`src/procPkg.sv`:
```
// Opcodes, field and memory widths, control and output-port structs
package procPkg;

   // Datapath and instruction field widths
   localparam int wordWidth = 16;
   localparam int opWidth = 4;
   localparam int regIdxWidth = 3;
   localparam int numRegs = 8;
   localparam int imm6Width = 6;
   localparam int imm8Width = 8;
   localparam int imm9Width = 9;
   localparam int imm12Width = 12;

   // Memory sizes in words
   localparam int imemDepth = 256;
   localparam int dmemDepth = 256;
   localparam int imemAddrWidth = $clog2(imemDepth);
   localparam int dmemAddrWidth = $clog2(dmemDepth);

   // Output port region and address width
   localparam int ioRegionBit = 15;
   localparam int ioAddrWidth = 8;

   localparam logic [wordWidth-1:0] resetPc = '0;
   // JAL link target
   localparam int linkReg = 7;

   typedef logic [wordWidth-1:0] wordT;
   typedef logic [regIdxWidth-1:0] regIdxT;

   // Top four instruction bits
   typedef enum logic [opWidth-1:0] {
      opHalt = 4'd0,
      opNop  = 4'd1,
      opAdd  = 4'd2,
      opSub  = 4'd3,
      opAnd  = 4'd4,
      opXor  = 4'd5,
      opAddi = 4'd6,
      opLbi  = 4'd7,
      opSlbi = 4'd8,
      opLd   = 4'd9,
      opSt   = 4'd10,
      opBeqz = 4'd11,
      opBnez = 4'd12,
      opJ    = 4'd13,
      opJal  = 4'd14,
      opJr   = 4'd15
   } opcodeT;

   // Decoded control, fans out to execute and memory
   typedef struct packed {
      opcodeT op;
      logic   regWrite;
      logic   memRead;
      logic   memWrite;
      logic   memToReg;
      logic   link;
      logic   branch;
      logic   branchOnZero;
      logic   jump;
      logic   jumpReg;
      logic   aluSrcImm;
      logic   halt;
   } ctrlT;

   // One-cycle output write strobe
   typedef struct packed {
      logic                   valid;
      logic [ioAddrWidth-1:0] addr;
      wordT                   data;
   } ioWriteT;

endpackage

```
`src/execute.sv`:
```
// ALU, branch condition and next-PC selection
module execute (
   input  procPkg::ctrlT ctrl,
   input  procPkg::wordT pc,
   input  procPkg::wordT pcInc,
   input  procPkg::wordT rsData,
   input  procPkg::wordT rtData,
   input  procPkg::wordT rdData,
   input  procPkg::wordT imm,
   output procPkg::wordT aluOut,
   output procPkg::wordT nextPc
);
   import procPkg::*;

   wordT operandB;
   wordT pcRelTarget;
   logic rdZero;
   logic branchTaken;

   // Second operand, register or immediate
   assign operandB = ctrl.aluSrcImm ? imm : rtData;

   always_comb begin
      case (ctrl.op)
         // rs minus rt
         opSub: aluOut = rsData - rtData;
         opAnd: aluOut = rsData & operandB;
         opXor: aluOut = rsData ^ operandB;
         // Immediate pass-through
         opLbi: aluOut = imm;
         // Old rd low byte moves up, imm fills low byte
         opSlbi: aluOut = {rdData[7:0], 8'h00} | imm;
         // ADD, ADDI, LD/ST address, JR target
         default: aluOut = rsData + operandB;
      endcase
   end

   // Zero test on rd for BEQZ and BNEZ
   assign rdZero = (rdData == '0);
   assign branchTaken = ctrl.branch && (ctrl.branchOnZero ? rdZero : !rdZero);

   // Branch and J/JAL share the pc+1 relative target
   assign pcRelTarget = pcInc + imm;

   always_comb begin
      if (ctrl.halt) begin
         // Hold on HALT
         nextPc = pc;
      end else if (ctrl.jumpReg) begin
         // rs plus imm6 from the ALU
         nextPc = aluOut;
      end else if (ctrl.jump || branchTaken) begin
         nextPc = pcRelTarget;
      end else begin
         nextPc = pcInc;
      end
   end

endmodule

```
`config.mk`:
```
export PLATFORM = sky130hd
export DESIGN_NAME = execute
export DESIGN_NICKNAME = d
export VERILOG_FILES = /design/src/procPkg.sv /design/src/execute.sv
export SDC_FILE = /design/constraint.sdc
export NUM_CORES = 1
export LEC_CHECK = 0
export BUFFER_PORTS_ARGS = -buffer_cell sky130_fd_sc_hd__clkbuf_2
export CELL_PAD_IN_SITES_DETAIL_PLACEMENT = 1
export CELL_PAD_IN_SITES_GLOBAL_PLACEMENT = 1
export CORE_ASPECT_RATIO = 1.5
export CORE_MARGIN = 4
export CORE_UTILIZATION = 35
export DETAILED_ROUTE_END_ITERATION = 8
export PLACE_DENSITY_LB_ADDON = 0.1
export SLEW_MARGIN = 10
export SYNTH_ARGS = -nofsm -noshare
export SYNTH_HDL_FRONTEND = slang
export SYNTH_SLANG_ARGS = --single-unit
```
`constraint.sdc`:
```
create_clock -name vclk -period 5.7
set_clock_uncertainty 0.1 [all_clocks]
set_input_delay 0.855 -clock vclk [all_inputs]
set_output_delay 0.855 -clock vclk [all_outputs]
set_load 0.02 [all_outputs]
```
======== Yosys cells after proc, flatten, opt, wreduce, memory -nomap -nowiden ========
Index checks and enable logic that the tools add are counted.
word-level totals
  flip-flop bits (word level) ............. 0
  bits of input ports ..................... 111
  output and inout port bits .............. 32
operators by class
  mux-type cells .......................... 6
  bitwise gates (word level) .............. 3
  reduce and logical (&&, ||, !) cells .... 4
  add/sub/neg operators ................... 3
  eq/ne operators ......................... 5
operator list
  cell                                            count
  case mux 16 bit (5 select lines)                1
  2-to-1 mux 16 bit                               4
  adder 16 bit                                    2
  AND 16 bit                                      1
  logical NOT 16 bit                              1
  OR 16 bit                                       1
  subtractor 16 bit                               1
  bitwise XOR 16 bit                              1
  == test 4 x 3 -> 1 bit (second input constant)  3
  == test 4 x 2 -> 1 bit (second input constant)  1
  == test 4 bit (second input constant)           1
  logical AND 1 bit                               1
  logical NOT 1 bit                               1
  logical OR 1 bit                                1
  2-to-1 mux 1 bit                                1

======== Depth between registers and ports, before layout ========
  depth in word-level cells ............... 8
  depth in mapped cells ................... 18
  mapped depth without buffers ............ 17

======== Least setup slack after synthesis ========
Ideal clock, no wire load.
  path type ............................... input port to output port
  from .................................... input ctrl[1] (netlist name)
  to ...................................... output nextPc[9]
  arrival time ............................ 4.564 ns
  stages .................................. 17
  slack ................................... 0.181 ns
  data required time ...................... 4.745 ns
  path buffers ............................ 2
  cell sequence ........................... buf_6 mux2i_1 ha_1 nand2_1 or3_1 and3_1 a21oi_1 ha_1 clkbuf_1 a21oi_1 o21bai_1 or3_1 a21oi_1 xor2_1 o211ai_1 nor2_1 o31ai_1
between the ends
  cells in the longest elaborated chain, start to end .. 5
  elaborated cells on any way between the ends .. 7
ends and longest elaborated chain
  item                                  line           text
  start: declaration                    execute.sv:3   input procPkg::ctrlT ctrl,
  2-to-1 mux 16 bit *                   execute.sv:21  assign operandB = ctrl.aluSrcImm ? imm : rtData;
  adder 16 bit (tied with other cells)  execute.sv:34  default: aluOut = rsData + operandB;
  case mux 16 bit (5 select lines) *    execute.sv:24  case (ctrl.op)
  via aluOut[9]                         execute.sv:10  output procPkg::wordT aluOut,
  2-to-1 mux 16 bit *                   execute.sv:49  end else if (ctrl.jumpReg) begin
  2-to-1 mux 16 bit *                   execute.sv:46  if (ctrl.halt) begin
  end: declaration                      execute.sv:11  output procPkg::wordT nextPc
The timed path passes the listed nets; every way through them passes the cells marked *.

======== Final worst setup path ========
  from .................................... input ctrl[1] (netlist name)
  to ...................................... output aluOut[12]
between the ends
  cells in the longest elaborated chain, start to end .. 3
  elaborated cells on any way between the ends .. 5
ends and longest elaborated chain
  item                                  line
  2-to-1 mux 16 bit *                   execute.sv:21
  adder 16 bit (tied with other cells)  execute.sv:34
  case mux 16 bit (5 select lines) *    execute.sv:24
  end: declaration                      execute.sv:10
Mark *: on every way between the ends. The rest lies on a longest branch, timed or not.

==> metrics.yaml <==
diodes: 0
initial_core_util: 0.3605
worstMarginPinSlew_ns: 1.182
seq_area_frac_synth: 0
synth_area_sq_um: 3336
hold_path_depth: 4
routed_wl_um: 14530
p_int_mw: 0.2289
layout.nets: 774
drive_gt1_frac: 0.3154
p_per_area_nw_per_um2: 137.7
avgSynthCellArea_sq_um: 6.935
setup_viol: 0
avgRoutedWirePerCell_um: 20.06
ir_worst_vdd_v: 0.00008403
gp_congestion: 0.9145
yosysTopAreaCellShare: 0.1763
fillers: 1294
synth_nets: 641
final_antenna_net_count: 0
cp.arrival_ns: 4.55
crit_required_ns: 4.74
crit_chain: "clkbuf_4 -> buf_12 -> nor3_1 -> a21oi_1 -> or3_4 -> nor2_1 -> xnor2_1 -> a21oi_1 -> nor2_1 -> a21oi_1 -> ha_1 -> and3_1 -> a2111oi_4 -> buf_4 -> a2111o_1 -> or3b_2 -> clkbuf_2"
drtPass1Iterations: 6
vias: 4382
die_h_um: 127.6
critPathTopFamily: "simple AND/OR/NAND/NOR gates"
ios: 143
grt_pass1_vias: 4555
syn_inst: 481
fin_hold_ws_ns: 1.947
design.seq.count: 0
post-route-period-util: 0.9666
critPathMostFrequentCell: "a21oi_1"
gr-total-overflow: 0
row_count: 43
p_seq_frac: 0
seqCellArea_sq_um: 0
critical-path-max-stage-delay_ns: 0.44
endpoint_kind: "output port"
grt_usage: 0.2498
cellLeakagePower_nw: 2.039
worstPathMaxFanout: 24
die_w_um: 87.71
dieArea_sq_um: 11190
p_clk_frac: 0
grt_pass1_wl_um: 22430
finalPower_mw: 0.5855
io_buffers: 138
cap_violations: 0
drt_iter0_drc: 139
worstHoldEndpoint: "nextPc[8]"
power.switching_mw: 0.3566
coreArea_sq_um: 9254
dp_hpwl_um: 12360
maxSlewHeadroom: 0.2094
drc_errors: 0
via_per_inst: 6.052
worstHoldStart: "pc[8]"
area_growth_pct: 27.46
ys_types: 63
min_period_ns: 5.510
antenna_found_initial: 0
hp-class: "in -> out"
drv_slew: 0
yosys-top-cells-area: "ha_1 (18%), a21oi_1 (6.0%), nor2_1 (5.5%), nand2_1 (4.7%), xnor2_1 (4.2%)"
yosys_warnings: 0
hold_violations: 0
synth.most_common_cell: "nor2_1"
fmax_mhz: 181.5
status: "finished clean"
synth_area_leader_cell: "ha_1"
critPathBufInv: 4
worst_path_max_delay_cell: "or3_4"
crit_type: "in -> out"
cp-start-kind: "primary input"
yosys-top-cells-count: "nor2_1 (49), ha_1 (47), nand2_1 (42), a21oi_1 (40), o21ai_0 (25)"
pwr-share-comb: 1.000
clock_buffers: 0
multi_input_area_sq_um: 3196
grt_max_degree: 32
p_sw_frac: 0.6090
[cells by family (layout without fill, tap and decap cells)]
| kind of cell | count (synthesis) | in the layout | synth area share |
|---|---|---|---|
| compound gates | 163 | 163 | 0.3511 |
| xor+xnor | 31 | 31 | 0.08140 |
| fa+ha+maj | 49 | 49 | 0.1883 |
| buf+inv | 47 | 178 | 0.06001 |
| simple gates | 169 | 169 | 0.2453 |
| mux | 22 | 22 | 0.07389 |
[final cells by class]
class / count / share of cell area
multi-input combinational: 434 / 0.7516
timing repair buffer: 154 / 0.1942
tap: 112 / 0.03296
inverter: 24 / 0.02119
[through the flow]
stage | setup TNS, ns | util | worst slack (ns) | std cells | cell area [sq um]
after floorplan | 0 | - | 0.1810 | 481 | 3336
after global placement | 0 | 0.4515 | 0.04058 | 722 | 4178
after detailed placement | -0.1280 | 0.4515 | -0.08412 | 722 | 4178
after CTS | 0 | 0.4551 | 0.04553 | 723 | 4212
after global routing | -0.01483 | 0.4594 | -0.009933 | 724 | 4252
final | 0 | 0.4594 | 0.1904 | 724 | 4252
[cell usage in the layout (no fill, tap or decap), types with 10 or more instances in the layout]
master | netlist | final
o21ai_0 | 25 | 25
inv_1 | 23 | 23
xnor2_1 | 16 | 16
a21oi_1 | 40 | 37
ha_1 | 47 | 44
o211ai_1 | 15 | 15
nand3_1 | 12 | 11
clkbuf_2 | 0 | 137
a222oi_1 | 10 | 10
nor3_1 | 16 | 16
xor2_1 | 15 | 15
buf_4 | 0 | 15
nand2_1 | 42 | 42
nor2_1 | 49 | 49
a21o_1 | 10 | 10
[how the worst max path moves through the flow]
stage / startpoint / endpoint / slack [ns] / cells past startpoint
after floorplan: ctrl[1] / nextPc[9] / 0.18 / 17
after global placement: ctrl[1] / nextPc[15] / 0.04 / 17
after detailed placement: ctrl[1] / nextPc[15] / -0.08 / 17
after CTS: ctrl[1] / nextPc[13] / 0.05 / 17
after global routing: ctrl[1] / nextPc[9] / -0.01 / 17
final: ctrl[1] / aluOut[12] / 0.19 / 17
[power by group through the flow]
stage                     Clock (mW)  Combinational [mW]  Sequential (mW)
final                              0               0.586                0
after global routing               0               0.640                0
after CTS                          0               0.579                0
after detailed placement           0               0.571                0
after global placement             0               0.555                0
after floorplan                    0               0.365                0
[per-layer routing]
| metal | part of all wire | global-route usage |
|---|---|---|
| met5 | 0 | 0 |
| met4 | 0.042 | 0.08311 |
| met3 | 0.055 | 0.01871 |
| met1 | 0.37 | 0.2729 |
| met2 | 0.53 | 0.4876 |
[worst min-delay path, stage by stage]
cell,delay [ns]
clkbuf_2,0.08
nand2_1,0.05
o31ai_1,0.06
clkbuf_2,0.15
[timing repair]
action	in CTS	in global routing
setup endpoints to repair	2	10
hold endpoints to repair	0	0
setup buffers	1	1
hold buffers	0	0
pin swaps	1	1
gates resized for setup	5	8
(Power assumes the default switching activity.)
