[src/procPkg.sv]
// Opcodes, field and memory widths, control and output-port structs
package procPkg;

   // Datapath and instruction field widths
   localparam int wordWidth = 16;
   localparam int opWidth = 4;
   localparam int regIdxWidth = 3;
   localparam int numRegs = 8;
   localparam int imm6Width = 6;
   localparam int imm8Width = 8;
   localparam int imm9Width = 9;
   localparam int imm12Width = 12;

   // Memory sizes in words
   localparam int imemDepth = 256;
   localparam int dmemDepth = 256;
   localparam int imemAddrWidth = $clog2(imemDepth);
   localparam int dmemAddrWidth = $clog2(dmemDepth);

   // Output port region and address width
   localparam int ioRegionBit = 15;
   localparam int ioAddrWidth = 8;

   localparam logic [wordWidth-1:0] resetPc = '0;
   // JAL link target
   localparam int linkReg = 7;

   typedef logic [wordWidth-1:0] wordT;
   typedef logic [regIdxWidth-1:0] regIdxT;

   // Top four instruction bits
   typedef enum logic [opWidth-1:0] {
      opHalt = 4'd0,
      opNop  = 4'd1,
      opAdd  = 4'd2,
      opSub  = 4'd3,
      opAnd  = 4'd4,
      opXor  = 4'd5,
      opAddi = 4'd6,
      opLbi  = 4'd7,
      opSlbi = 4'd8,
      opLd   = 4'd9,
      opSt   = 4'd10,
      opBeqz = 4'd11,
      opBnez = 4'd12,
      opJ    = 4'd13,
      opJal  = 4'd14,
      opJr   = 4'd15
   } opcodeT;

   // Decoded control, fans out to execute and memory
   typedef struct packed {
      opcodeT op;
      logic   regWrite;
      logic   memRead;
      logic   memWrite;
      logic   memToReg;
      logic   link;
      logic   branch;
      logic   branchOnZero;
      logic   jump;
      logic   jumpReg;
      logic   aluSrcImm;
      logic   halt;
   } ctrlT;

   // One-cycle output write strobe
   typedef struct packed {
      logic                   valid;
      logic [ioAddrWidth-1:0] addr;
      wordT                   data;
   } ioWriteT;

endpackage

[src/memory.sv]
// Data RAM, output-port register, writeback select and sticky error flag
module memory (
   input  logic              clk,
   input  logic              reset,
   input  procPkg::ctrlT     ctrl,
   input  procPkg::wordT     aluOut,
   input  procPkg::wordT     rdData,
   input  procPkg::wordT     pcInc,
   input  procPkg::regIdxT   rdIdx,
   input  logic              decodeErr,
   output logic              wbEn,
   output procPkg::regIdxT   wbIdx,
   output procPkg::wordT     wbData,
   output procPkg::ioWriteT  ioOut,
   output logic              err
);
   import procPkg::*;

   wordT                   ram [dmemDepth];
   wordT                   loadData;
   logic                   isIo;
   logic                   ioValid;
   logic [ioAddrWidth-1:0] ioAddr;
   wordT                   ioData;

   // Address bit 15 selects the output region
   assign isIo = aluOut[ioRegionBit];

   // Combinational load
   assign loadData = ram[aluOut[dmemAddrWidth-1:0]];

   always_ff @(posedge clk) begin
      if (ctrl.memWrite && !isIo) begin
         ram[aluOut[dmemAddrWidth-1:0]] <= rdData;
      end
   end

   // Output payload, only captured on an IO store
   always_ff @(posedge clk) begin
      if (ctrl.memWrite && isIo) begin
         ioAddr <= aluOut[ioAddrWidth-1:0];
         ioData <= rdData;
      end
   end

   always_ff @(posedge clk) begin
      if (reset) begin
         ioValid <= 1'b0;
         err <= 1'b0;
      end else begin
         // One-cycle strobe
         ioValid <= ctrl.memWrite && isIo;
         // Bad R-type or load from write-only port
         if (decodeErr || (ctrl.memRead && isIo)) begin
            err <= 1'b1;
         end
      end
   end

   assign ioOut = '{valid: ioValid, addr: ioAddr, data: ioData};

   // Writeback, link beats load beats ALU
   assign wbEn = ctrl.regWrite;
   assign wbIdx = rdIdx;
   assign wbData = ctrl.link ? pcInc : (ctrl.memToReg ? loadData : aluOut);

   // Strobe only follows a store
   ioAfterStore: assert property (@(posedge clk) disable iff (reset)
      ioOut.valid |-> $past(ctrl.op == opSt));

endmodule

[config.mk]
export PLATFORM = sky130hd
export DESIGN_NAME = memory
export DESIGN_NICKNAME = d
export VERILOG_FILES = /design/src/procPkg.sv /design/src/memory.sv
export SDC_FILE = /design/constraint.sdc
export NUM_CORES = 2
export LEC_CHECK = 0
export BUFFER_PORTS_ARGS = -buffer_cell sky130_fd_sc_hd__buf_2
export CORE_ASPECT_RATIO = 1.75
export CORE_MARGIN = 10
export CORE_UTILIZATION = 40
export CTS_CLUSTER_SIZE = 14
export DETAILED_ROUTE_END_ITERATION = 10
export RECOVER_POWER = 50
export SETUP_SLACK_MARGIN = 0.5
export SLEW_MARGIN = 20
export SYNTH_ARGS = -nofsm -noshare
export SYNTH_HDL_FRONTEND = slang
export SYNTH_SLANG_ARGS = --single-unit
[constraint.sdc]
create_clock -name clk -period 12 [get_ports clk]
set_input_delay 3.6 -clock clk [delete_from_list [all_inputs] [get_ports clk]]
set_output_delay 3.6 -clock clk [all_outputs]
set_load 0.1 [all_outputs]
# Word level (Yosys, flattened, before mapping)
# Memory sizes are Yosys's and may differ from the RTL's.
# Index checks and enable logic that the tools add are counted.
# Widths: inputs -> output; s select.
[classes]
mux = 4
n_reduce_logical = 5
[op_table]
columns = ["cell", "count"]
rows = [
  ["$mux 16", 2],
  ["$logic_and 1x1->1", 3],
  ["$mux 1", 2],
  ["$logic_not 1->1", 1],
  ["$logic_or 1x1->1", 1],
]
[totals]
regBits = 26
mem_bits_rw = 4096
input_bits = 69
output_inout_bits = 46
wordCells = 14
mem_count = 1
[mem_list]
columns = ["memory", "words", "word_bits", "read_ports", "rd_clocked_by_memory_dff", "wr", "line", "text"]
rows = [
  ["ram", 256, 16, 1, 0, 1, "memory.sv:19", "wordT ram [dmemDepth];"],
]

# Logic depth before layout (Yosys ltp)
[logic_depth]
word_depth = 4
mapped_depth = 12
depth_no_buf = 6

# Least setup slack after synthesis
# OpenSTA, ideal clock, no wires.
[synth_timing]
path_type = "input-to-output"
from = "input port aluOut[0]"
to = "output port wbData[3]"
t_arrival_ns = 7.211
required_ns = 8.400
path_slack_ns = 1.189
stages = 11
path_buffers = 6
path_cell_list = "buf_2 -> buf_2 -> buf_2 -> buf_2 -> buf_2 -> buf_2 -> mux4_2 -> mux2i_1 -> o311ai_0 -> nor3_1 -> a21oi_1"
[synth_between]
elab_chain_len = 3
[synth_lines]
columns = ["item", "line", "text"]
rows = [
  ["start: declaration", "memory.sv:6", "input procPkg::wordT aluOut,"],
  ["$mem_v2 256x16", "--", ""],
  ["$mux 16 (2 in a row)", "memory.sv:65", "assign wbData = ctrl.link ? pcInc : (ctrl.memToReg ? loadData : aluOut);"],
  ["end: declaration", "memory.sv:13", "output procPkg::wordT wbData,"],
]
# No other way between the ends.

# Worst setup path after layout
[layout_timing]
from = "input port aluOut[7]"
to = "output port wbData[9]"
# The elaborated chain is that of the path after synthesis.

==> results by group <==
Timing
  • Max-slew violations: approximately 4000
  • Crit share post-route: 96.0%
  • RSZ-0062 raised after global routing: no
  • Worst-margin pin slew: 7.22 ns
  • Clock skew: 0 ns
  • Final Hold Fails: 0
  • Minimum clock period after layout: about 12 ns
  • FMAX: about 87 MHz
  • PnR worst setup slack: 0.481 ns
  • Post-route setup TNS: 0 ns
  • Final setup fails: 0
  • Relative slew slack: -381%

Finish
  • Layout cells sized above 1: between 20% and 30%
  • Final Util: between 40% and 50%
  • Nets: about 7200
  • Commonest non-fill, non-tap cell in the layout: edfxtp_1
  • Final cell count without fillers: approximately 13000
  • Area grow syn2layout: 13.0%
  • FILL cells: 32440
  • Most frequent cells in the layout: edfxtp_1 (4120), mux4_2 (1158), buf_4 (420)

Yosys
  • Syn Nets: roughly 6600
  • Post-synthesis cell count: roughly 6600
  • Syn. warnings: 0
  • Avg Cell Area, Syn: 23.9 µm²
  • Async SR Flop Fraction: 0%
  • Seq/Total Area, Yosys: about four fifths
  • Distinct cell type count after synthesis: 45
  • Flops & latches, synth: between 4000 and 5000
  • Number of synthesized flops with an enable pin: just over 4000
  • Main synth FF type: edfxtp_1
  • Mapped Area: between 150000 and 200000 µm²

Route
  • DR WL/cell: approximately 34 µm
  • Drt drc: 0
  • Total Wirelength: approximately 430 mm
  • Final ANT Viol Nets: 0
  • Detailed router's first-iteration violation count: roughly 8500
  • DR pass1 iterations: 5
  • Vias/cell: ~5.8
  • Vias: 73443

GRT
  • Antenna violations before repair: 16
  • Vias in the first global route: around 76000
  • Largest net degree at the start of global routing: 164
  • GRT Total Usage: about a fifth
  • First-pass GRT wire length: 601 mm
  • Grt ovf: 0

Power and ir drop
  • Comb power frac: 5.6%
  • Cell-internal power: between 20 and 25 mW
  • Part of the power in registers: between 50% and 60%
  • Switching part of the total: between 20% and 30%
  • Clock Power Share: about two fifths
  • Static Leak: 53.7 nW
  • Overall power: roughly 28 mW
  • Psw: 6.13 mW
  • Maximum vdd drop: about 0.096 mV
  • PwrDens: roughly 160 nW/µm²

Clock tree
  • Hold-fix buffers, CTS: 0
  • Worst-Skew Late Latency: between 0.9 and 1 ns
  • # clock sinks: just over 4000
  • Clk buf depth: 4
  • CTS root buf: clkbuf_16
  • Clk slew on worst S/H paths: 0.06 ns
  • Depth of the CTS H-tree: 5
  • CTS tree: yes
  • Total CTS buffers: 362

Outcome
  • Failing checks: capacitance limit, slew limit
  • Outcome: finished, violations left

Placed design
  • DP HPWL: roughly 260 mm
  • Placer Congestion: 0.846
  • I/O Buffers: 96
  • Placed cell count: around 12000
  • Worst slack at placement: around 0.38 ns

Die
  • IO Count: between 100 and 150
  • Initial core utilization: 40.1%
  • DIE WIDTH: between 400 and 500 µm
  • FP Rows: between 300 and 400
  • Area of the core: between 300000 and 400000 µm²
  • Die height: ~850 µm
  • Full die area: 418000 µm²

Setup path
  • Critical Path Fanout Max: 16
  • CP most frequent cell: clkbuf_1
  • Bufs and invs on worst path: 4
  • Crit path arrival time: approximately 8 ns
  • CP peak stage delay: 1.21 ns
  • Type of origin of the critical path: input pin
  • Critical-path cell list: clkbuf_1 -> clkbuf_1 -> mux4_2 -> mux2_2 -> a2111oi_1 -> buf_4 -> nor2_1 -> buf_2
  • Worst path required time: roughly 8.4 ns
  • Delay-heaviest family, CP: buffers and inverters
  • Crit Path Class: input pin to primary output
  • CP Capture Type: primary output
  • Crit path depth: 8
  • Reg2Reg Depth: 2
  • Crit-path slowest cell: clkbuf_1

Job
  • Maxcap violations: 47

Hold path
  • Hold Path Depth: 2
  • Worst hold path type: flop to flop
worst reg2reg max path: cells and delay by family, from the launching register on:
| family | cells | cell delay [ns] |
|---|---|---|
| compound gates | 1 | 0.18 |
| simple gates | 1 | 0.06 |
| flops | 1 | 0.31 |
Yosys cell counts, types with 3 or more instances:
library cell  number  area, µm²
nand4_1            4       25.0
buf_4              9       67.6
a41oi_1            4       35.0
buf_1             49        184
nor3_1             5       25.0
a211oi_1           6       45.0
clkbuf_1         224        841
nand2_1           48        180
nor3b_1            5       37.5
and2_1             3       18.8
o41ai_1           32        280
a221o_1            8       80.1
buf_2            109        546
nor2b_1           10       62.6
a22oi_1          271       2030
a21oi_1          135        676
o22ai_1            8       50.1
mux2i_1           20        200
a32oi_1            4       35.0
nand2b_1           8       50.1
o211ai_1           3       22.5
edfxtp_1        4120     124000
nand3_1           17       85.1
o21ai_0            5       25.0
or3_1              4       25.0
mux4_2          1158      26100
nor2_1           273       1020
cells by family (layout without fill, tap and decap cells):
family / count (synthesis) / after routing / synth area share, %
AOI/OAI and AO/OA: 488 / 488 / 2.16
buffers and inverters: 395 / 1183 / 1.06
DFF: 4122 / 4122 / 79.0
muxes: 1180 / 1180 / 16.8
other: 0 / 13 / 0
and+or+nand+nor: 384 / 384 / 1.01
registers in the layout, indices dropped and copies added, names as in the netlist:
register	cells
ioValid	1
err	1
ram	4096
ioAddr	8
ioData	16
power by group through the flow:
stage               Clock [mW]  Combinational, mW  Sequential, mW
finish                    10.8               1.58            15.9
CTS                       11.0               1.61            15.9
detailed placement           0               1.61            16.2
global route              11.5               1.64            15.9
global placement             0               1.58            16.2
floorplan                    0              0.757            16.2
worst paths after layout:
| kind | end | from | slack [ns] |
|---|---|---|---|
| setup / recovery | wbData[9] | aluOut[7] | 0.48 |
| hold / removal | err | err | 0.48 |
| setup reg to reg | err | err | 11.34 |
| hold reg to reg | err | err | 0.48 |
through the flow:
stage	cell area, µm²	hold WS (ns)
floorplan	157000	1.02
global placement	167000	0.484
detailed placement	167000	0.460
CTS	177000	0.477
global route	177000	0.533
finish	177000	0.476
area by class of cell:
class / instances / area (µm²) / share of cell area, %
clock buffers: 455 / 9620 / 5.43
diodes: 13 / 32.5 / 0.0184
repair buffers: 609 / 4780 / 2.70
well taps: 5202 / 6510 / 3.67
multi-input cells: 2052 / 31600 / 17.9
inverters: 2 / 7.51 / 0.00424
flip-flops and latches: 4122 / 124000 / 69.9
clock inverters: 117 / 803 / 0.453
what timing repair did:
item / in CTS / in global routing
setup endpoints to repair: 2 / 1
gates resized for setup: 3 / 1
buffers inserted: 0 / 0
layer usage:
layer  global-route usage (%)  part of all wire, %  routed length, µm  vias to the layer above
li1                         -                    -                  -                    29444
met1                     23.8                   35             150000                    40384
met2                     35.4                   52             224000                     2863
met3                     2.84                  6.3              26900                      746
met4                     10.8                  6.5              27700                        6
met5                        0               0.0096                 41                        -
Power figures use the tool's default switching activity.
