$ cat config.mk
export PLATFORM = sky130hd
export DESIGN_NAME = decode
export DESIGN_NICKNAME = d
export VERILOG_FILES = /design/src/procPkg.sv /design/src/decode.sv
export SDC_FILE = /design/constraint.sdc
export NUM_CORES = 1
export LEC_CHECK = 0
export ABC_CLOCK_PERIOD_IN_PS = 1900
export BUFFER_PORTS_ARGS = -buffer_cell sky130_fd_sc_hd__buf_2
export CAP_MARGIN = 20
export CORE_UTILIZATION = 52
export CTS_CLUSTER_SIZE = 10
export DETAILED_ROUTE_END_ITERATION = 6
export GPL_ROUTABILITY_DRIVEN = 0
export PLACE_DENSITY = 0.75
export SYNTH_ARGS = -nofsm -noshare
export SYNTH_HDL_FRONTEND = slang
export SYNTH_SLANG_ARGS = --single-unit
$ cat constraint.sdc
create_clock -name clk -period 1.9 [get_ports clk]
set_input_delay 0.095 -clock clk [delete_from_list [all_inputs] [get_ports clk]]
set_output_delay 0.095 -clock clk [all_outputs]
set_load 0.01 [all_outputs]
$ cat src/procPkg.sv
// Opcodes, field and memory widths, control and output-port structs
package procPkg;

   // Datapath and instruction field widths
   localparam int wordWidth = 16;
   localparam int opWidth = 4;
   localparam int regIdxWidth = 3;
   localparam int numRegs = 8;
   localparam int imm6Width = 6;
   localparam int imm8Width = 8;
   localparam int imm9Width = 9;
   localparam int imm12Width = 12;

   // Memory sizes in words
   localparam int imemDepth = 256;
   localparam int dmemDepth = 256;
   localparam int imemAddrWidth = $clog2(imemDepth);
   localparam int dmemAddrWidth = $clog2(dmemDepth);

   // Output port region and address width
   localparam int ioRegionBit = 15;
   localparam int ioAddrWidth = 8;

   localparam logic [wordWidth-1:0] resetPc = '0;
   // JAL link target
   localparam int linkReg = 7;

   typedef logic [wordWidth-1:0] wordT;
   typedef logic [regIdxWidth-1:0] regIdxT;

   // Top four instruction bits
   typedef enum logic [opWidth-1:0] {
      opHalt = 4'd0,
      opNop  = 4'd1,
      opAdd  = 4'd2,
      opSub  = 4'd3,
      opAnd  = 4'd4,
      opXor  = 4'd5,
      opAddi = 4'd6,
      opLbi  = 4'd7,
      opSlbi = 4'd8,
      opLd   = 4'd9,
      opSt   = 4'd10,
      opBeqz = 4'd11,
      opBnez = 4'd12,
      opJ    = 4'd13,
      opJal  = 4'd14,
      opJr   = 4'd15
   } opcodeT;

   // Decoded control, fans out to execute and memory
   typedef struct packed {
      opcodeT op;
      logic   regWrite;
      logic   memRead;
      logic   memWrite;
      logic   memToReg;
      logic   link;
      logic   branch;
      logic   branchOnZero;
      logic   jump;
      logic   jumpReg;
      logic   aluSrcImm;
      logic   halt;
   } ctrlT;

   // One-cycle output write strobe
   typedef struct packed {
      logic                   valid;
      logic [ioAddrWidth-1:0] addr;
      wordT                   data;
   } ioWriteT;

endpackage

$ cat src/decode.sv
// Control decode, register file, immediate extension and reserved-bit check
module decode (
   input  logic            clk,
   input  logic            reset,
   input  procPkg::wordT   instr,
   input  logic            wbEn,
   input  procPkg::regIdxT wbIdx,
   input  procPkg::wordT   wbData,
   output procPkg::ctrlT   ctrl,
   output procPkg::regIdxT rdIdx,
   output procPkg::wordT   rsData,
   output procPkg::wordT   rtData,
   output procPkg::wordT   rdData,
   output procPkg::wordT   imm,
   output logic            decodeErr
);
   import procPkg::*;

   wordT   regs [numRegs];
   opcodeT op;
   wordT   sext6;
   wordT   sext9;
   wordT   sext12;
   wordT   zext8;

   assign op = opcodeT'(instr[wordWidth-1 -: opWidth]);

   // Immediate candidates
   assign sext6  = {{(wordWidth-imm6Width){instr[imm6Width-1]}}, instr[imm6Width-1:0]};
   assign sext9  = {{(wordWidth-imm9Width){instr[imm9Width-1]}}, instr[imm9Width-1:0]};
   assign sext12 = {{(wordWidth-imm12Width){instr[imm12Width-1]}}, instr[imm12Width-1:0]};
   assign zext8  = {{(wordWidth-imm8Width){1'b0}}, instr[imm8Width-1:0]};

   // Control and immediate per opcode
   always_comb begin
      ctrl = '0;
      ctrl.op = op;
      imm = '0;
      case (op)
         opHalt: ctrl.halt = 1'b1;
         opNop: ;
         opAdd, opSub, opAnd, opXor: ctrl.regWrite = 1'b1;
         opAddi: begin
            ctrl.regWrite = 1'b1;
            ctrl.aluSrcImm = 1'b1;
            imm = sext6;
         end
         opLbi: begin
            ctrl.regWrite = 1'b1;
            ctrl.aluSrcImm = 1'b1;
            imm = sext9;
         end
         opSlbi: begin
            ctrl.regWrite = 1'b1;
            ctrl.aluSrcImm = 1'b1;
            imm = zext8;
         end
         opLd: begin
            ctrl.regWrite = 1'b1;
            ctrl.memRead = 1'b1;
            ctrl.memToReg = 1'b1;
            ctrl.aluSrcImm = 1'b1;
            imm = sext6;
         end
         opSt: begin
            ctrl.memWrite = 1'b1;
            ctrl.aluSrcImm = 1'b1;
            imm = sext6;
         end
         opBeqz: begin
            ctrl.branch = 1'b1;
            ctrl.branchOnZero = 1'b1;
            imm = sext9;
         end
         opBnez: begin
            ctrl.branch = 1'b1;
            imm = sext9;
         end
         opJ: begin
            ctrl.jump = 1'b1;
            imm = sext12;
         end
         opJal: begin
            ctrl.jump = 1'b1;
            ctrl.link = 1'b1;
            ctrl.regWrite = 1'b1;
            imm = sext12;
         end
         opJr: begin
            ctrl.jumpReg = 1'b1;
            ctrl.aluSrcImm = 1'b1;
            imm = sext6;
         end
      endcase
   end

   // JAL overrides the destination with r7
   assign rdIdx = (op == opJal) ? regIdxT'(linkReg) : instr[11:9];

   // Three read ports, rd doubles as store data and branch test
   assign rsData = regs[instr[8:6]];
   assign rtData = regs[instr[5:3]];
   assign rdData = regs[instr[11:9]];

   // Write lands at end of cycle
   always_ff @(posedge clk) begin
      if (wbEn) begin
         regs[wbIdx] <= wbData;
      end
   end

   // R-type low bits reserved
   assign decodeErr = (op inside {opAdd, opSub, opAnd, opXor}) && (instr[2:0] != 3'b000);

   // Writeback index comes back from memory stage
   linkToR7: assert property (@(posedge clk) disable iff (reset)
      (wbEn && ctrl.link) |-> (wbIdx == regIdxT'(linkReg)));

endmodule

# ---- After elaboration in Yosys (flattened, before gate mapping)
# Memories as Yosys holds them, arrays and structs flattened.
# Cells that the tools add are included.
dict set report totals {
  n_memories 1
  ff_bits 0
  ram_bits 128
  out_inout_bits 83
  input_bits 38
}
# name words width read_ports rd_clocked_by_memory_dff wr line
set memory_table {}
lappend memory_table {regs 8 16 3 0 1 decode.sv:19} ;# wordT regs [numRegs];
dict set report classes {
  mux 14
  n_reduce_logical 10
  n_eq_ne 14
}
# cell n
set ops {}
lappend ops {{16-bit one-hot mux with 4 select lines} 1}
lappend ops {{4-bit equality test, second input constant} 8}
lappend ops {{4-bit by 3-bit equality test with 1-bit output, second input constant} 4}
lappend ops {{1-bit 2-to-1 mux} 12}
lappend ops {{9-bit OR reduction} 1}
lappend ops {{4-bit by 2-bit equality test with 1-bit output, second input constant} 2}
lappend ops {{6-bit OR reduction} 1}
lappend ops {{4-bit logical NOT} 1}
lappend ops {{4-bit nonzero test} 1}
lappend ops {{2-bit OR reduction} 2}
lappend ops {{4-bit OR reduction} 1}
lappend ops {{3-bit 2-to-1 mux} 1}
lappend ops {{3-bit nonzero test} 1}
lappend ops {{3-bit OR reduction} 1}
lappend ops {{1-bit logical AND} 1}

# ---- Longest topological paths before layout
# Gate-level depths: netlist of run 1.
dict set report depth {
  depth_word 3
  ltp_mapped 6
  depth_no_buf 4
}

# ---- Worst setup path before layout of run 1
# Ideal clock, no wire load.
dict set report synth_timing {
  path_kind {input port to flip-flop}
  startpoint {input port wbIdx[2]}
  endpoint {memory regs[0][0] (netlist bit) (enable)}
  slack_ps 82
  path_stages 2
  path_buffers 0
  arrival_time_ps 1408
  path_cell_list {nand2b_1 nor3_1}
}
# element line
set synth_rtl {}
lappend synth_rtl {{from (decl)} decode.sv:7} ;# input procPkg::regIdxT wbIdx,
lappend synth_rtl {{to (decl)} decode.sv:19}
# No word-level cell before the write port.

==> summary.md, run 1 <==
| Metric | Value |
|---|---|
| Status | `finished, final reports clean` |
| Grt total ovfl | `0` |
| GRT Util Overall | `0.2479` |
| Top-count cell post-synth | `edfxtp_1` |
| Clock sink count | `128` |
| Worst setup SP type | `flip-flop` |
| Post-route ant nets | `0` |
| Number of core rows | `43` |
| Synth top area share | `0.5043` |
| VDD IR max | `0.0006482 V` |
| CP required | `1.80 ns` |
| Leak pwr | `3.269 nW` |
| Post-synth top flop | `edfxtp_1` |
| Number of post-CTS setup repair buffers | `0` |
| Most instantiated cells after synthesis | `edfxtp_1, mux4_1, mux2_2` |
| Chip height | `~120 µm` |
| Layout overhead on the synthesized area | `17.79%` |
| Drt pass-1 iters | `5` |
| Post-place setup slack | `between 0.2 and 0.3 ns` |
| Post-DP HPWL | `10610 µm` |
| Crit Path Max Fanout | `3` |
| Drt total wl | `18000 µm` |
| Vias in the first global route | `about 4700` |
| Register with the most flip-flops | `regs` |
| Unrepaired setup endpoints after global routing | `yes` |
| Initial antenna violation count | `0` |
| DRC | `0` |
| Hold Startpoint | `wbIdx[0]` |
| Post-synthesis cell type count | `34` |
| Overall power | `7.981 mW` |
| Leading area contributor after synthesis | `edfxtp_1` |
| PortBufs | `119` |
| Nets | `567` |
| Max-slew violations | `0` |
| PD cells | `888.9 mW/mm²` |
| Total CTS buffers | `17` |
| Hold Crit Class | `in -> reg` |
| CP arrival | `1.79 ns` |
| Vias per cell | `between 6 and 7` |
| Vias | `4688` |
| Worst Hold Path EP | `regs[4][7]$_DFFE_PP_` |
| I/O Pins | `~120` |
| H-Tree Depth | `4` |
| Antenna diodes | `0` |
| Post-synth EDFFs | `128` |
| Syn Nets | `436` |
| Actual slew at the worst max-slew pin | `around 0.59 ns` |
| Ys async rst share | `0` |
| Initial Util | `0.5407` |
| Mapped Area | `~0.0076 mm²` |
| Sequential area share after synthesis | `0.5043` |
| Final Hold Vio Count | `0` |
| Initial DRC Count | `412` |
| CP Class | `reg -> out` |
| Max Root-Sink Buffers | `2` |
| Synth warnings | `0` |
| Number of synthesized register bits | `128` |
| Hold depth | `3` |
| Period minus WS final | `around 1.9 ns` |
| Fmax | `531.8 MHz` |
| Syn Inst Count | `398` |
| First-pass GRT wire length | `26140 µm` |
| Max-cap violations | `0` |
| Clock Pin Slew Worst Setup and Hold Paths | `about 0.060 ns` |
| Die area | `0.01515 mm²` |
| Worst slew margin | `0.6038` |
| Max reg flops | `128` |
| Root buf cell | `clkbuf_16` |
| Top Registers | `regs: 128 flops` |
| Setup ws final | `0.01972 ns` |
| Final setup vio count | `0` |
| Top cells by area, synth | `edfxtp_1, mux4_1, mux2_2` |
| Fin crit share | `0.9896` |
| Pin count of the biggest net entering global routing | `35` |
| Mean routed wirelength per cell | `24.93 µm` |
| Die W | `between 100 and 150 µm` |
| Synthesized area per cell | `19.15 µm²` |
| CP Capture Type | `output pin` |
| Total core area | `0.01410 mm²` |
| Final Core Density | `0.6370` |
| Layout cells sized above 1 | `0.5683` |
| CTS tree | `built` |
==> cell families (layout without fill, tap and decap cells) <==
kind of cell	Yosys count	in the layout	synth area share
AOI/OAI and AO/OA	25	25	0.02134
xor gates and xnor gates	2	2	0.002299
buffers and inverters	48	192	0.04580
DFF	128	128	0.5043
muxes	144	144	0.3925
and+or+nand+nor	51	51	0.03382
==> metrics by stage <==
| step | setup TNS, ns | hold slack (ns) | area [µm²] | instances |
|---|---|---|---|---|
| after floorplan | 0 | 0.1939 | 7622 | 398 |
| after CTS | -0.02111 | 0.2264 | 9112 | 722 |
| after global placement | 0 | 0.3512 | 8344 | 674 |
| after global routing | -0.06434 | 0.2516 | 8979 | 722 |
| final | 0 | 0.2360 | 8979 | 722 |
| after detailed placement | 0 | 0.3566 | 8344 | 674 |
==> cell usage in the layout (no fill, tap or decap), types with 4 or more instances in the layout <==
| cell | count |
|---|---|
| a21oi_1 | 10 |
| buf_12 | 5 |
| buf_2 | 114 |
| buf_4 | 14 |
| buf_6 | 5 |
| bufinv_16 | 5 |
| clkbuf_16 | 17 |
| clkinv_4 | 4 |
| dlygate4sd3_1 | 16 |
| edfxtp_1 | 128 |
| inv_1 | 5 |
| inv_6 | 4 |
| mux2_2 | 42 |
| mux2_4 | 6 |
| mux4_1 | 14 |
| mux4_2 | 82 |
| nand2_1 | 10 |
| nand2b_1 | 10 |
| nor2_1 | 7 |
| nor2_2 | 5 |
| nor2b_1 | 9 |
| o21ai_0 | 5 |
==> per-layer routing <==
layer,global-route usage,share of wire,vias up
li1,-,-,1960
met1,0.2945,0.36,2400
met2,0.4354,0.53,292
met3,0.06273,0.088,36
met4,0.09413,0.017,0
met5,0,0,-
==> worst max-delay path, stage by stage (launching register included) <==
cell and delay, ns:
edfxtp_1 0.42, mux4_2 0.51, mux2_4 0.30, buf_6 0.13
==> layout make-up <==
cell class / count / area (µm²)
clock inverter: 15 / 231.5
tap: 180 / 225.2
timing repair buffer: 154 / 992.2
clock buffer: 17 / 425.4
multi-input combinational: 222 / 3238
sequential: 128 / 3844
inverter: 6 / 22.52
fill: 962 / 5117
==> timing repair <==
action                                  CTS  global route
endpoints found under the setup margin   10            41
hold endpoints to repair                128             0
hold buffers                             16             0
gates resized for setup                  13            61
==> report_power, final <==
group          leakage, nW  total, mW  internal (mW)  switching, mW
Clock                0.316       3.58           2.34           1.24
Combinational         1.79       1.13          0.584          0.543
Sequential            1.16       3.27           3.21         0.0608
Total                 3.27       7.98           6.14           1.84
==> how the worst max path moves through the flow <==
stage | end | cells after the start | startpoint | slack, ns
3_5_place_dp | rtData[10] | 5 | instr[3] | 0.26
4_1_cts | rtData[14] | 3 | regs[5][14]$_DFFE_PP_ | -0.01
6_report | rsData[10] | 3 | regs[3][10]$_DFFE_PP_ | 0.02
2_1_floorplan | regs[0][0]$_DFFE_PP_ | 2 | wbIdx[2] | 0.08
5_1_grt | rtData[8] | 3 | regs[1][8]$_DFFE_PP_ | -0.02
3_3_place_gp | rtData[14] | 5 | instr[3] | 0.29
(Power assumes the default switching activity.)
==> run 2, diff against run 1 <==
--- a/config.mk
+++ b/config.mk
@@ -14,2 +14,3 @@
 export GPL_ROUTABILITY_DRIVEN = 0
+export GPL_TIMING_DRIVEN = 0
 export PLACE_DENSITY = 0.75
--- a/constraint.sdc
+++ b/constraint.sdc
@@ -3,2 +3,2 @@
 set_output_delay 0.095 -clock clk [all_outputs]
-set_load 0.01 [all_outputs]
+set_load 0.005 [all_outputs]
==> run 2 against run 1 <==
Critical endpoint is now rdData[5]. Flip-flop and latch count unchanged. Critical path depth unchanged. Sequential share of layout area down 1.1 points. Final cell count is 3.2% higher. Die area is the same. Routed wire length is 11% higher.
==> summary.md, run 2 (same netlist as run 1, synthesis figures left out) <==
| Metric | Value |
|---|---|
| WHS | `0.1673 ns (-0.06873 ns)` |
| Leak pwr | `3.441 nW (+5.3%)` |
| CP Class | `reg -> out` |
| Dpl cell area | `0.008549 mm² (+2.5%)` |
| Post-DP HPWL | `13390 µm (+26%)` |
| Status | `finished, final reports clean` |
| Grt total ovfl | `0 (unchanged)` |
| CTS tree | `built` |
| Layout overhead on the synthesized area | `20.81%` |
| Register with the most flip-flops | `regs` |
| Crit Path Max Fanout | `3 (unchanged)` |
| PortBufs | `112 (-5.9%)` |
| Most common cell after layout, fill and taps aside | `edfxtp_1` |
| Design Area, Final | `0.009209 mm² (+2.6%)` |
| Worst setup SP type | `flip-flop` |
| Overall power | `7.684 mW (-3.7%)` |
| CP required | `1.80 ns (about the same)` |
| Max reg flops | `128 (unchanged)` |
| PD cells | `834.4 mW/mm² (-6.1%)` |
| Clock sink count | `128 (unchanged)` |
| Antenna diodes | `0 (unchanged)` |
| Fmax | `530.3 MHz (-0.28%)` |
| Final setup vio count | `0 (unchanged)` |
| Vias in the first global route | `4904 (+4.6%)` |
| Nets | `590 (+4.1%)` |
| Layout cells sized above 1 | `0.5080 (-0.06030)` |
| Period minus WS final | `1.886 ns (+0.005346 ns)` |
| Number of core rows | `43 (unchanged)` |
| Root buf cell | `clkbuf_16` |
| Psw | `1.703 mW (-7.6%)` |
| Max-slew violations | `0 (unchanged)` |
| Mean routed wirelength per cell | `26.83 µm (+7.6%)` |
| Worst slew margin | `0.3198 (-0.2840)` |
| Most frequent cells in the layout | `edfxtp_1, buf_2, mux4_2` |
| DRC | `0 (unchanged)` |
| Setup_tns | `0 ns (unchanged)` |
| Top Registers | `regs: 128 flops` |
| Drt total wl | `19990 µm (+11%)` |
| Number of post-CTS setup repair buffers | `0 (unchanged)` |
| Combinational Power Share | `0.143 (+0.002)` |
| Unrepaired setup endpoints after global routing | `yes` |
| First-pass GRT wire length | `29060 µm (+11%)` |
| Total core area | `0.01410 mm² (unchanged)` |
| Initial DRC Count | `388 (-5.8%)` |
| GRT Util Overall | `0.2797 (+0.03178)` |
| I/O Pins | `121 (unchanged)` |
| Fin crit share | `0.9924 (+0.002814)` |
| Post-route ant nets | `0 (unchanged)` |
| Part of the power in registers | `0.426 (+0.016)` |
| Initial Util | `0.5407 (unchanged)` |
| H-Tree Depth | `4 (unchanged)` |
| Final Core Density | `0.6533 (+0.01633)` |
| Chip height | `123.1 µm (unchanged)` |
| Initial antenna violation count | `0 (unchanged)` |
| Clk network pwr share | `0.431 (-0.018)` |
| CP Capture Type | `output pin` |
| Total CTS buffers | `17 (unchanged)` |
| Die area | `0.01515 mm² (unchanged)` |
| Vias | `4940 (+5.4%)` |
| CP arrival | `1.79 ns (about the same)` |
| Max Root-Sink Buffers | `2 (unchanged)` |
| Actual slew at the worst max-slew pin | `1.015 ns (+0.4204 ns)` |
| Die W | `123.1 µm (unchanged)` |
| Max-cap violations | `0 (unchanged)` |
| VDD IR max | `0.0006033 V (-6.9%)` |
| Hold Crit Class | `in -> reg` |
| Drt pass-1 iters | `5 (unchanged)` |
| Final Hold Vio Count | `0 (unchanged)` |
| Pin count of the biggest net entering global routing | `17 (-51%)` |
| Clock Pin Slew Worst Setup and Hold Paths | `0.05 ns (about the same)` |
| Sw frac | `0.2217 (-0.009279)` |
| Vias per cell | `6.631 (+2.1%)` |
| Power Internal | `5.980 mW (-2.6%)` |
[run 2: changes by cell type in the layout (fill, tap and decap cells not counted), sizes merged]
cell / delta
clkinv: +2
bufinv: -1
buf: +12
inv: -4
clkbuf: +14
[run 2: worst max-delay path, cell delays in order, from the launching register on]
cell,delay [ns]
edfxtp_1,0.40
mux4_1,0.54
mux2_2,0.30
buf_2,0.13
[run 2: layer usage]
metal	wire length, µm	GRT usage	vias up
met4	624	0.1348	0
met1	7123	0.3326	2543
li1	-	-	2031
met5	0	0	-
met2	10340	0.4800	301
met3	1898	0.06734	65
[run 2: area by class of cell]
cell class                      instances  area [µm²]
Clock inverter                         12       166.4
Sequential cell                       128        3844
Multi-Input combinational cell        222        3342
Timing Repair Buffer                  136       843.3
Fill cell                             930        4887
Clock buffer                           20       436.7
Tap cell                              180       225.2
Buffer                                 41       329.1
Inverter                                6       22.52
[run 2: what timing repair did]
| item | CTS | global route |
|---|---|---|
| endpoints found under the hold margin | 128 | 0 |
| setup endpoints to repair | 4 | 34 |
| resized for setup | 6 | 37 |
| hold buffers | 16 | 0 |
[run 2: worst paths after layout]
check / from / depth (start not counted) / endpoint / slack, ns
setup / recovery: regs[5][5]$_DFFE_PP_ / 3 / rdData[5] / 0.01
hold / removal: wbIdx[1] / 2 / regs[0][8]$_DFFE_PP_ / 0.17
[run 2: per-stage QoR]
stage | std cells | setup WS, ns
floorplan | 398 | 0.08241
global placement | 690 | -1.290
detailed placement | 698 | 0.04034
CTS | 746 | 0.009480
finish | 745 | 0.01437
global route | 745 | -0.01938
[run 2: power groups by stage]
stage | Sequential, mW | Clock, mW | Combinational, mW
2_1_floorplan | 3.30 | 0 | 0.641
4_1_cts | 3.27 | 3.33 | 1.08
3_5_place_dp | 3.32 | 0 | 1.04
3_3_place_gp | 3.30 | 0 | 1.01
6_report | 3.27 | 3.31 | 1.10
5_1_grt | 3.28 | 3.44 | 1.17
